`config.mk`:
```
export PLATFORM = sky130hd
export DESIGN_NAME = crc24_burst_top
export DESIGN_NICKNAME = d
export VERILOG_FILES = /design/src/crc24_pkg.sv /design/src/crc24_zero_advance.sv /design/src/crc24_word_evolve.sv /design/src/crc24_burst_gather.sv /design/src/crc24_burst_combine.sv /design/src/crc24_burst_top.sv
export SDC_FILE = /design/constraint.sdc
export NUM_CORES = 1
export LEC_CHECK = 0
export ABC_AREA = 0
export BUFFER_PORTS_ARGS = -buffer_cell sky130_fd_sc_hd__buf_2
export CAP_MARGIN = 20
export CORE_MARGIN = 8
export CORE_UTILIZATION = 61
export CTS_CLUSTER_SIZE = 16
export DETAILED_ROUTE_END_ITERATION = 6
export PLACE_DENSITY_LB_ADDON = 0.1
export RECOVER_POWER = 25
export SYNTH_ARGS = -nofsm -noshare
export SYNTH_HDL_FRONTEND = slang
export SYNTH_SLANG_ARGS = --single-unit
```
`constraint.sdc`:
```
create_clock -name clk -period 29.8 [get_ports clk]
set_clock_uncertainty 0.05 [all_clocks]
set_input_delay 4.47 -clock clk [delete_from_list [all_inputs] [get_ports clk]]
set_output_delay 4.47 -clock clk [all_outputs]
set_load 0.02 [all_outputs]
```
`src/crc24_pkg.sv`:
```
/*
 * CRC24 burst engine shared definitions
 * types, polynomial, initial value, burst limits and the one-bit CRC step
 */
`default_nettype none

package crc24_pkg;

	//////////////////////////////////////////////////
	// widths and limits

	// payload word width in bits
	localparam int word_bits = 64;

	// longest legal burst in words
	localparam int max_burst_words = 3;

	//////////////////////////////////////////////////
	// types

	// one CRC state or one evolved contribution
	typedef logic [23:0] crc24_t;

	// one payload word
	typedef logic [word_bits-1:0] data_word_t;

	// count of older words besides the newest in a burst (0 to 2)
	typedef logic [1:0] burst_cover_t;

	//////////////////////////////////////////////////
	// CRC constants

	// generator polynomial x^24 term implied
	localparam crc24_t crc_poly = 24'h328B63;

	// register value at the start of every burst
	localparam crc24_t crc_init = 24'hFFFFFF;

	//////////////////////////////////////////////////
	// one serial CRC step

	// msb-first shift with no reflection
	// feedback is the outgoing top bit against the incoming data bit
	function automatic crc24_t crc24_bit_step(
		input crc24_t state,
		input logic din
	);
		logic feedback;
		crc24_t next_state;

		feedback = state[23] ^ din;
		next_state = {state[22:0], 1'b0};
		if (feedback) begin
			next_state = next_state ^ crc_poly;
		end
		return next_state;
	endfunction

endpackage

`default_nettype wire

```
`src/crc24_zero_advance.sv`:
```
/*
 * CRC24 zero advance
 * moves a CRC state forward through num_words all-zero 64-bit words
 */
`default_nettype none

module crc24_zero_advance #(
	parameter int num_words = 1
) (
	input wire crc24_pkg::crc24_t state,
	output crc24_pkg::crc24_t advanced
);

	import crc24_pkg::*;

	// only advances up to one full burst are meaningful here
	if (num_words < 1 || num_words > max_burst_words) begin : g_range_check
		$error("crc24_zero_advance num_words %0d out of range", num_words);
	end

	//////////////////////////////////////////////////
	// unrolled zero-data shift

	// with din held at zero each step is linear in the state
	// so the loop flattens into a pure XOR network
	always_comb begin : zero_steps
		crc24_t acc;

		acc = state;
		for (int i = 0; i < num_words * word_bits; i++) begin
			acc = crc24_bit_step(acc, 1'b0);
		end
		advanced = acc;
	end

endmodule

`default_nettype wire

```
`src/crc24_word_evolve.sv`:
```
/*
 * CRC24 word evolve stage
 * registers the zero-state CRC of each 64-bit word along with its last flag
 */
`default_nettype none

module crc24_word_evolve (
	input wire clk,
	input wire arst,

	// raw payload words in
	input wire word_valid,
	output logic word_ready,
	input wire crc24_pkg::data_word_t word_data,
	input wire word_last,

	// evolved contributions out
	output logic evo_valid,
	input wire evo_ready,
	output crc24_pkg::crc24_t evo_data,
	output logic evo_last
);

	import crc24_pkg::*;

	crc24_t word_evo;
	logic word_take;

	//////////////////////////////////////////////////
	// zero-state CRC of one word

	// msb of the word goes in first
	always_comb begin : evolve_bits
		crc24_t acc;

		acc = '0;
		for (int i = word_bits - 1; i >= 0; i--) begin
			acc = crc24_bit_step(acc, word_data[i]);
		end
		word_evo = acc;
	end

	//////////////////////////////////////////////////
	// single-entry output register

	// room when empty or when the held entry leaves this cycle
	assign word_ready = !evo_valid || evo_ready;
	assign word_take = word_valid && word_ready;

	always_ff @(posedge clk or posedge arst) begin
		if (arst) begin
			evo_valid <= 1'b0;
		end else if (word_ready) begin
			evo_valid <= word_valid;
		end
	end

	// payload follows the handshake
	always_ff @(posedge clk) begin
		if (word_take) begin
			evo_data <= word_evo;
			evo_last <= word_last;
		end
	end

	// upstream must hold a word steady until it is taken
	a_word_stable : assert property (
		@(posedge clk) disable iff (arst)
		word_valid && !word_ready |=> word_valid && $stable(word_data) && $stable(word_last)
	) else $error("word_data changed while waiting for word_ready");

endmodule

`default_nettype wire

```
`src/crc24_burst_gather.sv`:
```
/*
 * CRC24 burst gather
 * collects one to three evolved words into a single burst record
 */
`default_nettype none

module crc24_burst_gather (
	input wire clk,
	input wire arst,

	// evolved words from the producer
	input wire evo_valid,
	output logic evo_ready,
	input wire crc24_pkg::crc24_t evo_data,
	input wire evo_last,

	// completed burst record to the consumer
	output logic burst_valid,
	input wire burst_ready,
	output crc24_pkg::crc24_t burst_dat_0,
	output crc24_pkg::crc24_t burst_dat_n1,
	output crc24_pkg::crc24_t burst_dat_n2,
	output crc24_pkg::burst_cover_t burst_cover
);

	import crc24_pkg::*;

	// words already gathered in the open burst
	burst_cover_t word_cnt;
	logic evo_take;
	logic burst_take;

	// the window doubles as the output record
	// so nothing may enter while a finished burst waits
	assign evo_ready = !burst_valid || burst_ready;
	assign evo_take = evo_valid && evo_ready;
	assign burst_take = burst_valid && burst_ready;

	//////////////////////////////////////////////////
	// burst position and record valid

	always_ff @(posedge clk or posedge arst) begin
		if (arst) begin
			word_cnt <= '0;
			burst_valid <= 1'b0;
			burst_cover <= '0;
		end else if (evo_take && evo_last) begin
			// close the burst and start counting afresh
			burst_valid <= 1'b1;
			burst_cover <= word_cnt;
			word_cnt <= '0;
		end else begin
			if (burst_take) begin
				burst_valid <= 1'b0;
			end
			if (evo_take) begin
				word_cnt <= word_cnt + 1'b1;
			end
		end
	end

	//////////////////////////////////////////////////
	// three-slot window

	// newest word always lands in slot 0
	// on last the slots outside the burst are zeroed
	always_ff @(posedge clk) begin
		if (evo_take) begin
			burst_dat_0 <= evo_data;
			if (evo_last) begin
				burst_dat_n1 <= (word_cnt >= 2'd1) ? burst_dat_0 : '0;
				burst_dat_n2 <= (word_cnt == 2'd2) ? burst_dat_n1 : '0;
			end else begin
				burst_dat_n1 <= burst_dat_0;
				burst_dat_n2 <= burst_dat_n1;
			end
		end
	end

	// a burst longer than the window would silently drop its oldest word
	a_burst_len : assert property (
		@(posedge clk) disable iff (arst)
		evo_take && (word_cnt == max_burst_words - 1) |-> evo_last
	) else $error("burst longer than %0d words", max_burst_words);

endmodule

`default_nettype wire

```
`src/crc24_burst_combine.sv`:
```
/*
 * CRC24 burst combine
 * two-stage pipeline merging evolved words and the evolved initial value
 */
`default_nettype none

module crc24_burst_combine (
	input wire clk,
	input wire arst,

	// burst record from the buffer
	input wire burst_valid,
	output logic burst_ready,
	input wire crc24_pkg::crc24_t burst_dat_0,
	input wire crc24_pkg::crc24_t burst_dat_n1,
	input wire crc24_pkg::crc24_t burst_dat_n2,
	input wire crc24_pkg::burst_cover_t burst_cover,

	// finished burst CRC
	output logic crc_valid,
	input wire crc_ready,
	output crc24_pkg::crc24_t crc
);

	import crc24_pkg::*;

	crc24_t init_adv1;
	crc24_t init_adv2;
	crc24_t init_adv3;
	crc24_t n1_adv1;
	crc24_t n2_adv2;
	crc24_t init_term;
	logic pipe_adv;

	// stage one registers
	logic s1_valid;
	crc24_t s1_dat_0;
	crc24_t s1_n1_term;
	crc24_t s1_init_term;

	//////////////////////////////////////////////////
	// evolved initial value

	// all three fold down to constants
	crc24_zero_advance #(.num_words(1)) u_init_adv1 (.state(crc_init), .advanced(init_adv1));
	crc24_zero_advance #(.num_words(2)) u_init_adv2 (.state(crc_init), .advanced(init_adv2));
	crc24_zero_advance #(.num_words(3)) u_init_adv3 (.state(crc_init), .advanced(init_adv3));

	//////////////////////////////////////////////////
	// older words moved up to the newest position

	crc24_zero_advance #(.num_words(1)) u_n1_adv (.state(burst_dat_n1), .advanced(n1_adv1));
	crc24_zero_advance #(.num_words(2)) u_n2_adv (.state(burst_dat_n2), .advanced(n2_adv2));

	// init goes one word further back than the oldest data word
	// n2 rides along here since it only exists for three-word bursts
	always_comb begin
		case (burst_cover)
			2'd0: init_term = init_adv1;
			2'd1: init_term = init_adv2;
			2'd2: init_term = init_adv3 ^ n2_adv2;
			default: init_term = '0;
		endcase
	end

	//////////////////////////////////////////////////
	// pipeline control

	// both stages move together whenever the output register has room
	assign pipe_adv = !crc_valid || crc_ready;
	assign burst_ready = pipe_adv;

	always_ff @(posedge clk or posedge arst) begin
		if (arst) begin
			s1_valid <= 1'b0;
			crc_valid <= 1'b0;
		end else if (pipe_adv) begin
			s1_valid <= burst_valid;
			crc_valid <= s1_valid;
		end
	end

	// stage one terms
	always_ff @(posedge clk) begin
		if (pipe_adv && burst_valid) begin
			s1_dat_0 <= burst_dat_0;
			s1_n1_term <= (burst_cover != 2'd0) ? n1_adv1 : '0;
			s1_init_term <= init_term;
		end
	end

	// stage two XOR of the three terms
	always_ff @(posedge clk or posedge arst) begin
		if (arst) begin
			crc <= crc_init;
		end else if (pipe_adv && s1_valid) begin
			crc <= s1_dat_0 ^ s1_n1_term ^ s1_init_term;
		end
	end

	// the buffer never forms a record wider than its window
	a_cover_range : assert property (
		@(posedge clk) disable iff (arst)
		burst_valid && burst_ready |-> burst_cover < max_burst_words
	) else $error("burst_cover %0d out of range", burst_cover);

endmodule

`default_nettype wire

```
`src/crc24_burst_top.sv`:
```
/*
 * CRC24 burst engine top
 * word evolve, burst gather and burst combine in a valid/ready chain
 */
`default_nettype none

module crc24_burst_top (
	input wire clk,
	input wire arst,

	// payload words
	input wire word_valid,
	output wire word_ready,
	input wire crc24_pkg::data_word_t word_data,
	input wire word_last,

	// one CRC per burst
	output wire crc_valid,
	input wire crc_ready,
	output wire crc24_pkg::crc24_t crc
);

	import crc24_pkg::*;

	//////////////////////////////////////////////////
	// producer to buffer

	wire evo_valid;
	wire evo_ready;
	wire crc24_t evo_data;
	wire evo_last;

	//////////////////////////////////////////////////
	// buffer to consumer

	wire burst_valid;
	wire burst_ready;
	wire crc24_t burst_dat_0;
	wire crc24_t burst_dat_n1;
	wire crc24_t burst_dat_n2;
	wire burst_cover_t burst_cover;

	// per-word zero-state CRC
	crc24_word_evolve u_evolve (
		.clk(clk),
		.arst(arst),
		.word_valid(word_valid),
		.word_ready(word_ready),
		.word_data(word_data),
		.word_last(word_last),
		.evo_valid(evo_valid),
		.evo_ready(evo_ready),
		.evo_data(evo_data),
		.evo_last(evo_last)
	);

	// burst record assembly
	crc24_burst_gather u_gather (
		.clk(clk),
		.arst(arst),
		.evo_valid(evo_valid),
		.evo_ready(evo_ready),
		.evo_data(evo_data),
		.evo_last(evo_last),
		.burst_valid(burst_valid),
		.burst_ready(burst_ready),
		.burst_dat_0(burst_dat_0),
		.burst_dat_n1(burst_dat_n1),
		.burst_dat_n2(burst_dat_n2),
		.burst_cover(burst_cover)
	);

	// final merge
	crc24_burst_combine u_combine (
		.clk(clk),
		.arst(arst),
		.burst_valid(burst_valid),
		.burst_ready(burst_ready),
		.burst_dat_0(burst_dat_0),
		.burst_dat_n1(burst_dat_n1),
		.burst_dat_n2(burst_dat_n2),
		.burst_cover(burst_cover),
		.crc_valid(crc_valid),
		.crc_ready(crc_ready),
		.crc(crc)
	);

endmodule

`default_nettype wire

```
; Word level (Yosys, flattened, before mapping)
; Index checks and enable logic that the tools add are counted.
[totals]
register_bits = 201
output_inout_bits = 26
elab_cells = 624
input_bits = 69
[op_classes]
n_eq_ne = 3
reduce_logical = 16
bitwise_logic = 321
n_addsub = 1
muxes = 265
magnitude_cmp = 1
[op_table]
columns = op, n
row1 = 22-bit two-way mux, 256
row2 = 11-bit NOT, 255
row3 = 24-bit two-way mux, 4
row4 = 24-bit one-hot mux with 3 select lines, 1
row5 = 1-bit bitwise XOR, 61
row6 = 24-bit bitwise XOR, 2
row7 = 12-bit NOT, 1
row8 = 2-bit nonzero test, 3
row9 = 1-bit logical AND, 5
row10 = "2-bit equality test, second input constant", 2
row11 = 2-bit two-way mux, 2
row12 = 1-bit zero test, 3
row13 = 1-bit logical OR, 3
row14 = "2-bit by 1-bit adder with 2-bit output, second input constant", 1
row15 = "2-bit by 1-bit equality test with 1-bit output, second input constant", 1
row16 = "2-bit by 1-bit >= comparator with 1-bit output, second input constant", 1
row17 = 2-bit zero test, 1
row18 = 1-bit two-way mux, 2
row19 = 2-bit AND reduction, 1
row20 = "1-bit bitwise XOR, first input constant", 2

; Logic depth before layout (Yosys ltp)
; Gate-level depths: netlist of the first run.
[depth]
word_depth = 258
ltp_mapped = 31
ltp_nobuf = 26

; Hierarchy
; From an unflattened synthesis of the first run, not the netlist that was laid out.
[unflattened]
hier_cells = 4954
area_unflattened_um2 = 73802.0
[modules_own_cells]
columns = module, instances, area_each_um2, cells_per_inst, seq_area_each_um2
row1 = crc24_zero_advance (u_combine.u_init_adv2 ...), 2, 13091.3, 908, 0.0
row2 = crc24_zero_advance (u_combine.u_init_adv3), 1, 20518.4, 1357, 0.0
row3 = crc24_zero_advance (u_combine.u_init_adv1 ...), 2, 6207.2, 429, 0.0
row4 = crc24_word_evolve, 1, 7270.7, 487, 775.7
row5 = crc24_burst_combine, 1, 4668.2, 288, 2842.7
row6 = crc24_burst_gather, 1, 2747.6, 148, 2287.2

; Worst setup path before layout of the first run
; No wires, ideal clock.
[synth_timing]
path_kind = input to register
from = input word_data[58]
to = register u_evolve.evo_data[15], data pin
t_required_ns = 29.483
n_path_buf = 1
setup_slack_ns = 16.398
t_arrival_ns = 13.085
setup_ns = 0.267
cell_stages = 27
cell_sequence = clkbuf_1 xnor2_1 xnor3_1 xnor3_1 xnor2_1 xor2_1 xor2_1 xnor2_1 xnor2_1 xnor2_1 xor2_1 xnor2_1 xnor2_1 xor2_1 xnor2_1 xnor2_1 xnor2_1 xnor2_1 xnor2_1 xor2_1 xnor2_1 xnor2_1 xnor2_1 xnor2_1 xnor2_1 xor2_1 xnor2_1
[synth_via]
elab_chain_cells = 83
word_cells_on_any_way = 167
classes_between = 59 x mux / 108 x bitwise
[synth_lines]
columns = item, line
row1 = start: declaration, crc24_burst_top.sv:14  ; input wire crc24_pkg::data_word_t word_data,
row2 = 1-bit bitwise XOR *, crc24_pkg.sv:51  ; feedback = state[23] ^ din;
row3 = 22-bit two-way mux *, crc24_pkg.sv:53  ; if (feedback) begin
row4 = 11-bit NOT (no source line), n/a
row5 = 22-bit two-way mux (2 in a row), crc24_pkg.sv:53
row6 = 11-bit NOT (no source line) / 22-bit two-way mux (equally long branches), n/a
row7 = 22-bit two-way mux, crc24_pkg.sv:53
row8 = 11-bit NOT (no source line), n/a
row9 = 22-bit two-way mux, crc24_pkg.sv:53
row10 = [... 65 more ...], n/a
row11 = 22-bit two-way mux (2 in a row), crc24_pkg.sv:53
row12 = 11-bit NOT (no source line), n/a
row13 = 22-bit two-way mux, crc24_pkg.sv:53
row14 = 22-bit two-way mux *, crc24_pkg.sv:53
row15 = 22-bit two-way mux (2 in a row), crc24_pkg.sv:53
row16 = 11-bit NOT (no source line), n/a
row17 = 22-bit two-way mux *, crc24_pkg.sv:53
row18 = via u_evolve.evolve_bits.acc[15], crc24_word_evolve.sv:34  ; crc24_t acc;
row19 = end signal: assignment, crc24_word_evolve.sv:61  ; evo_data <= word_evo;
row20 = end: declaration, crc24_word_evolve.sv:20  ; output crc24_pkg::crc24_t evo_data,
; The timed path passes the listed nets; every way through them passes the cells marked *.
; A chain may end at the register's enable or synchronous reset.

; Worst setup path after layout of the first run
[layout_timing]
from = input word_data[62]
to = register u_evolve.evo_data[21], data pin
[layout_via]
elab_chain_cells = 88
word_cells_on_any_way = 183
classes_between = 63 x mux / 120 x bitwise
[layout_lines]
columns = item, line
row1 = 1-bit bitwise XOR *, crc24_pkg.sv:51
row2 = 22-bit two-way mux *, crc24_pkg.sv:53
row3 = 22-bit two-way mux / 11-bit NOT (equally long branches), n/a
row4 = 11-bit NOT (no source line) / 22-bit two-way mux (equally long branches), n/a
row5 = 22-bit two-way mux, crc24_pkg.sv:53
row6 = 11-bit NOT (no source line) / 22-bit two-way mux (equally long branches), n/a
row7 = 22-bit two-way mux, crc24_pkg.sv:53
row8 = 22-bit two-way mux / 11-bit NOT (equally long branches), n/a
row9 = [... 70 more ...], n/a
row10 = 22-bit two-way mux (2 in a row), crc24_pkg.sv:53
row11 = 11-bit NOT (no source line), n/a
row12 = 22-bit two-way mux (3 in a row), crc24_pkg.sv:53
row13 = 11-bit NOT (no source line), n/a
row14 = 22-bit two-way mux, crc24_pkg.sv:53
row15 = 11-bit NOT (no source line), n/a
row16 = 22-bit two-way mux *, crc24_pkg.sv:53
row17 = via u_evolve.evolve_bits.acc[21], crc24_word_evolve.sv:34
; Marks and branches as above.

==> results of run 1 <==
==> cells by family after synthesis <==
family | after synthesis | share of synthesized area [%]
XOR/XNOR | 1761 | 75.4
buffers and inverters | 55 | 0.832
AND/OR/NAND/NOR | 125 | 2.17
flip-flops | 201 | 20.7
AO/OA/AOI/OAI | 46 | 0.815
adder cells (fa/ha/maj) | 2 | 0.0876
==> stage by stage <==
| stage | hold slack, ps | utilization [%] |
|---|---|---|
| finish | 368 | 65.3 |
| global route | 374 | 65.3 |
| CTS | 369 | 65.3 |
| detailed placement | 355 | 63.9 |
| global placement | 354 | 63.9 |
| floorplan | 350 | - |
==> per-layer routing <==
metal	vias up	GRT usage (%)
li1	7331	-
met1	7779	33.2
met2	332	40.9
met3	44	3.09
met4	0	2.73
met5	-	0
==> synthesized netlist by cell type (32+ instances only) <==
library cell  number  area [µm²]
xnor2_2           33         537
nand2_1           33         124
clkbuf_1          36         135
xnor3_2           33         785
edfxtp_1         169        5070
o21ai_0           35         175
and2_1            50         313
xnor2_1          961        8420
xor2_1           350        3070
xnor3_1          290        6530
nor2_1            32         120
xor3_1            57        1360
==> layout make-up <==
class / instances / area, µm²
multi-input combinational: 1934 / 22400
fill: 3543 / 16100
sequential: 201 / 5910
tap: 607 / 759
clock buffer: 28 / 604
timing repair buffer: 100 / 510
clock inverter: 9 / 55.1
inverter: 5 / 18.8
==> worst register-to-register path, delay by kind of cell (launching register included) <==
family / cells / cell delay [ps]
flip-flops: 1 / 740
AO/OA/AOI/OAI: 1 / 60
XOR/XNOR: 24 / 12090
==> final timing paths <==
path | startpoint | slack, ps | endpoint
setup / recovery | word_data[62] | 15540 | u_evolve.evo_data[21]
hold / removal | u_evolve.evo_data[23] | 370 | u_gather.burst_dat_0[23]
setup reg to reg | u_gather.burst_dat_n2[21] | 16610 | u_combine.s1_init_term[18]
hold reg to reg | u_evolve.evo_data[23] | 370 | u_gather.burst_dat_0[23]
max in group asynchronous | arst | 23990 | u_combine.crc_valid
min in group asynchronous | arst | 4600 | u_gather.burst_valid
==> state kept, by name, summed over array words and instances (netlist names) <==
register,cells
u_combine.crc,24
u_combine.s1_dat_0,24
u_combine.s1_init_term,24
u_combine.s1_n1_term,24
u_evolve.evo_data,24
u_gather.burst_dat_0,24
u_gather.burst_dat_n1,24
u_gather.burst_dat_n2,24
u_gather.burst_cover,2
u_gather.word_cnt,2
u_combine.crc_valid,1
u_combine.s1_valid,1
u_evolve.evo_last,1
u_evolve.evo_valid,1
u_gather.burst_valid,1
==> metrics.txt, run 1 <==
post-synth net total=2261; Top Ports=95; met3 wire length=3170 µm; max cap viols=1; Place WS=15010 ps; clk slew on worst S/H paths=60 ps; Clock Path Buffers=3; maximum clock rate=70.1 MHz; r2r worst-path depth=25; CP dominant cell by count=xnor2_1; Root Driver=clkbuf_16; Post-CTS Hold Fix Bufs=0; area growth from synthesis to layout=6.00%; Synth Warn #=0; Slew headroom=-30.7%; gpl congestion=0.915; initial antenna violation count=0; startpoint class of the critical path=input pin; drt drc=0; commonest non-fill, non-tap cell in the layout=xnor2_1; synthesized cell area=28600 µm²; placed insts=2847; clock sinks=201; vias per cell=5.37; Stages on worst setup path=27; Metal-1 WL=~29000 µm; DR vias=15500; delay-heaviest family, CP=XOR/XNOR gates; status=finished, violations left; Detail Route Antenna Nets=0; Syn Inst Count=2190; critical path capture point type=flop; largest net degree at the start of global routing=77; post-CTS resize count=0; DIE HEIGHT=around 230 µm; Initial Utilization=61.6%; crit path max fanout=7; DRT iter0 DRCs=just under 1000; Inserted Diodes=0; library cells used by synthesis=33; arrival time of the worst setup path=14450 ps; number of synthesized flops with an enable pin=169; critical path's slowest cell=xnor2_1; commonest non-fill, non-tap cells in the layout=xnor2_1, xor2_1, xnor3_1; Post-DP Area=just under 30000 µm²; CTS tree=done; WHS Path Cells=0; # setup viols final=0; Seq cells post-synth=201; commonest register cell after synthesis=edfxtp_1; # Post-CTS Setup Buffers=0; period utilisation layout=47.9%; Total GRT Usage=23.9%; Final WS setup=15540 ps; PortBufs=94; met2 wire length=31800 µm; cell row count=79; core area=46400 µm²; H-Tree Depth=1; HP Class=flop to flop; TritonRoute pass-1 iters=7; Avg Cell Area, Syn=13.0 µm²; die area=between 50000 and 60000 µm²; worst-margin pin slew=1960 ps; TritonCTS buffer count=21; failing checks=max-capacitance violations, max-slew violations; Final Non-Filler Cells=around 2900; final hold vios=0; Worst Path Buf+Inv=1; first-pass GRT wire length=99500 µm; setup total negative slack=0 ps; Final Critical Period=about 14000 ps; share of cells above drive strength 1=11.2%; Final Cell Area=30300 µm²; detailed placer's ending HPWL=53800 µm; DR top layer=met4; Die X=232 µm; fin nets=2334; crit-path max cell delay=680 ps; total gr overflow=0; DR WL/cell=22.4 µm; routed wire length=64500 µm; async set-or-reset flop fraction in the synthesized netlist=15.9%; vias in the first global route=around 16000; RSZ-0062 raised after global routing=no; sequential area share after synthesis=20.7%; Slew Viols, Final=33; Worst-Skew Late Latency=520 ps; critical path class=input pin to flop; CP required=between 20000 and 30000 ps
Power of run 1 is not shown: default switching activity piles up to over one toggle a cycle in this logic, so the estimate is an artifact.
==> run 2: changes to the inputs <==
--- a/config.mk
+++ b/config.mk
@@ -5,11 +5,11 @@
 export SDC_FILE = /design/constraint.sdc
 export NUM_CORES = 1
 export LEC_CHECK = 0
-export ABC_AREA = 0
+export ABC_AREA = 1
 export BUFFER_PORTS_ARGS = -buffer_cell sky130_fd_sc_hd__buf_2
 export CAP_MARGIN = 20
 export CORE_MARGIN = 8
-export CORE_UTILIZATION = 61
+export CORE_UTILIZATION = 60
 export CTS_CLUSTER_SIZE = 16
 export DETAILED_ROUTE_END_ITERATION = 6
 export PLACE_DENSITY_LB_ADDON = 0.1
==> constraint.sdc (replaced) <==
create_clock -name clk -period 12.6 [get_ports clk]
set_clock_uncertainty 0.05 [all_clocks]
set_input_delay 1.89 -clock clk [delete_from_list [all_inputs] [get_ports clk]]
set_output_delay 1.89 -clock clk [all_outputs]
set_load 0.02 [all_outputs]
==> run 2 against run 1 <==
  * The run still ends with max-capacitance violations, max-slew violations left
  * Setup slack worse by 15000 ps
  * Register-to-register slack worse by 16000 ps
  * First-iteration DRC count grew to 2.7 times the previous value
  * Worst hold slack better by 0.98 ps
  * Non-clock buffer count is 672 higher
==> metrics.txt, run 2 <==
status=finished, violations left; failing checks=max-capacitance violations, max-slew violations; arrival time of the worst setup path=12150 ps (-2300 ps); footprint of the multi-input gates=27800 µm² (+24%); Total GRT Usage=29.7% (+5.9 points); TritonRoute pass-1 iters=6 (-1); final hold vios=0 (unchanged); CP dominant cell by count=nand2_1; total gr overflow=0 (unchanged); Slew headroom=-17.0% (+14 points); H-Tree Depth=1 (unchanged); crit-path max cell delay=470 ps (-210 ps); DR vias=33700 (+120%); DR WL/cell=15.7 µm (-30%); area growth from synthesis to layout=27.7%; first-pass GRT wire length=156000 µm (+57%); worst-margin pin slew=1750 ps (-205 ps); FF/Latch Area=5910 µm² (unchanged); maximum clock rate=83.5 MHz; clk slew on worst S/H paths=60 ps (about the same); setup total negative slack=0 ps (unchanged); cell row count=86 (+8.9%); DIE HEIGHT=252 µm (+8.5%); r2r startpoint=u_gather.burst_dat_n2[23]; Slew Viols, Final=33 (unchanged); Clock Path Buffers=3 (unchanged); drt drc=0 (unchanged); library cells used by synthesis=46 (+39%); Detail Route Antenna Nets=0 (unchanged); Commonest cells post-synth=nand2_1, xor2_1, nand3_1, inv_1, xnor2_1; Post-CTS Hold Fix Bufs=0 (unchanged); Final Critical Period=11980 ps; share of cells above drive strength 1=30.2% (+19 points); commonest non-fill, non-tap cells in the layout=nand2_1, xor2_1, buf_4; critical path class=flop to flop; Avg Cell Area, Syn=6.77 µm² (-48%); CP required=12770 ps (-17220 ps); clock sinks=201 (unchanged); synthesized cell area=33500 µm² (+17%); FILL cells=4322 (+22%); core area=55100 µm² (+19%); Critical path origin=u_gather.burst_dat_n2[23]; # setup viols final=0 (unchanged); post-synth net total=5010 (+120%); Initial Utilization=60.7% (-0.90 points); max cap viols=1 (unchanged); fin nets=5780 (+150%); period utilisation layout=95.1%; Top Ports=95 (unchanged); commonest non-fill, non-tap cell in the layout=nand2_1; TritonCTS buffer count=20 (-4.8%); Synth Warn #=0 (unchanged); vias per cell=5.21 (-3.0%); routed wire length=101000 µm (+57%); startpoint class of the critical path=flop; Seq cells post-synth=201 (unchanged); die area=63600 µm² (+18%); sequential area share after synthesis=17.7% (-3.0 points); critical path capture point type=flop; Yosys top cell area share=22.3% (-7.1 points); number of synthesized flops with an enable pin=169 (unchanged); cell taking the most area after synthesis=nand2_1; DRT iter0 DRCs=2634 (+170%); initial antenna violation count=1 (+1); vias in the first global route=30600 (+86%); most common cell in the netlist=nand2_1; crit path max fanout=7 (unchanged); HP Class=flop to flop; detailed placer's ending HPWL=82400 µm (+53%); Die X=252 µm (+8.5%); critical path's slowest cell=edfxtp_1; Syn Inst Count=4939 (+130%); PortBufs=94 (unchanged); dominant cells by area after synthesis=nand2_1, xor2_1, edfxtp_1; Worst-Skew Late Latency=520 ps (about the same); async set-or-reset flop fraction in the synthesized netlist=15.9% (unchanged); hold_sp=u_evolve.evo_data[17]; largest net degree at the start of global routing=78 (+1.3%); CTS tree=done; gpl congestion=0.962 (+5.2%); Root Driver=clkbuf_16; commonest register cell after synthesis=edfxtp_1
run 2: cell types whose count changed in the layout (fill, tap and decap cells not counted), moves of 357 or more:
| cell | delta |
|---|---|
| inv_1 | +391 |
| nand2_1 | +1677 |
| buf_4 | +663 |
| xnor2_1 | -686 |
| nand2_2 | +357 |
| nand3_1 | +535 |
run 2: critical path: cells and delay by family, from the launching register on:
kind,cells,cell delay (ps)
buf+inv,17,2040
simple gates,87,8640
xor+xnor,2,380
flops,1,470
compound gates,1,90
run 2: cell families after synthesis:
| family | synth area share, % |
|---|---|
| buf+inv | 5.91 |
| fa+ha+maj | 0.0748 |
| simple gates | 39.7 |
| compound gates | 1.12 |
| xor+xnor | 35.5 |
| flops | 17.7 |
run 2: stage by stage:
| step | setup slack [ps] | utilization, % | instances | hold WS [ps] | cell area [µm²] |
|---|---|---|---|---|---|
| 5_1_grt | -360 | 77.6 | 6472 | 377 | 42700 |
| 4_1_cts | 8.77 | 72.4 | 6379 | 370 | 39900 |
| 2_1_floorplan | 291 | - | 4939 | 350 | 33500 |
| 3_3_place_gp | -435 | 70.9 | 6340 | 350 | 39100 |
| 3_5_place_dp | -518 | 70.9 | 6340 | 355 | 39100 |
| 6_report | 623 | 77.6 | 6473 | 369 | 42700 |
run 2: worst paths after layout:
| kind | endpoint | slack [ps] | depth (start not counted) |
|---|---|---|---|
| setup reg to reg | u_combine.s1_init_term[15] | 620 | 107 |
| hold / removal | u_gather.burst_dat_0[17] | 370 | 0 |
| min in group asynchronous | u_gather.burst_cover[1] | 1940 | 3 |
| hold reg to reg | u_gather.burst_dat_0[17] | 370 | 0 |
| setup / recovery | u_combine.s1_init_term[15] | 620 | 107 |
| max in group asynchronous | u_gather.word_cnt[0] | 9520 | 3 |
run 2: what timing repair did:
action	in CTS	in global routing
resized for setup	41	554
setup buffers	3	89
setup endpoints to repair	24	41
gates cloned	0	3
pin swaps	3	111
run 2: area by class of cell:
type	count	share of cell area [%]
inverter	469	4.19
tap	748	2.19
sequential	201	13.8
multi-input combinational	4245	65.2
antenna	2	0.0117
clock inverter	13	0.302
timing repair buffer	772	13.1
clock buffer	23	1.20
run 2: metal layers:
| layer | up-vias | track usage [%] | share of wire (%) |
|---|---|---|---|
| met5 | - | 0 | 0 |
| met1 | 15700 | 41.5 | 44 |
| li1 | 16900 | - | - |
| met3 | 151 | 2.26 | 5.7 |
| met4 | 0 | 4.33 | 2.1 |
| met2 | 969 | 51.1 | 48 |
Power of run 2 is left out for the same reason.
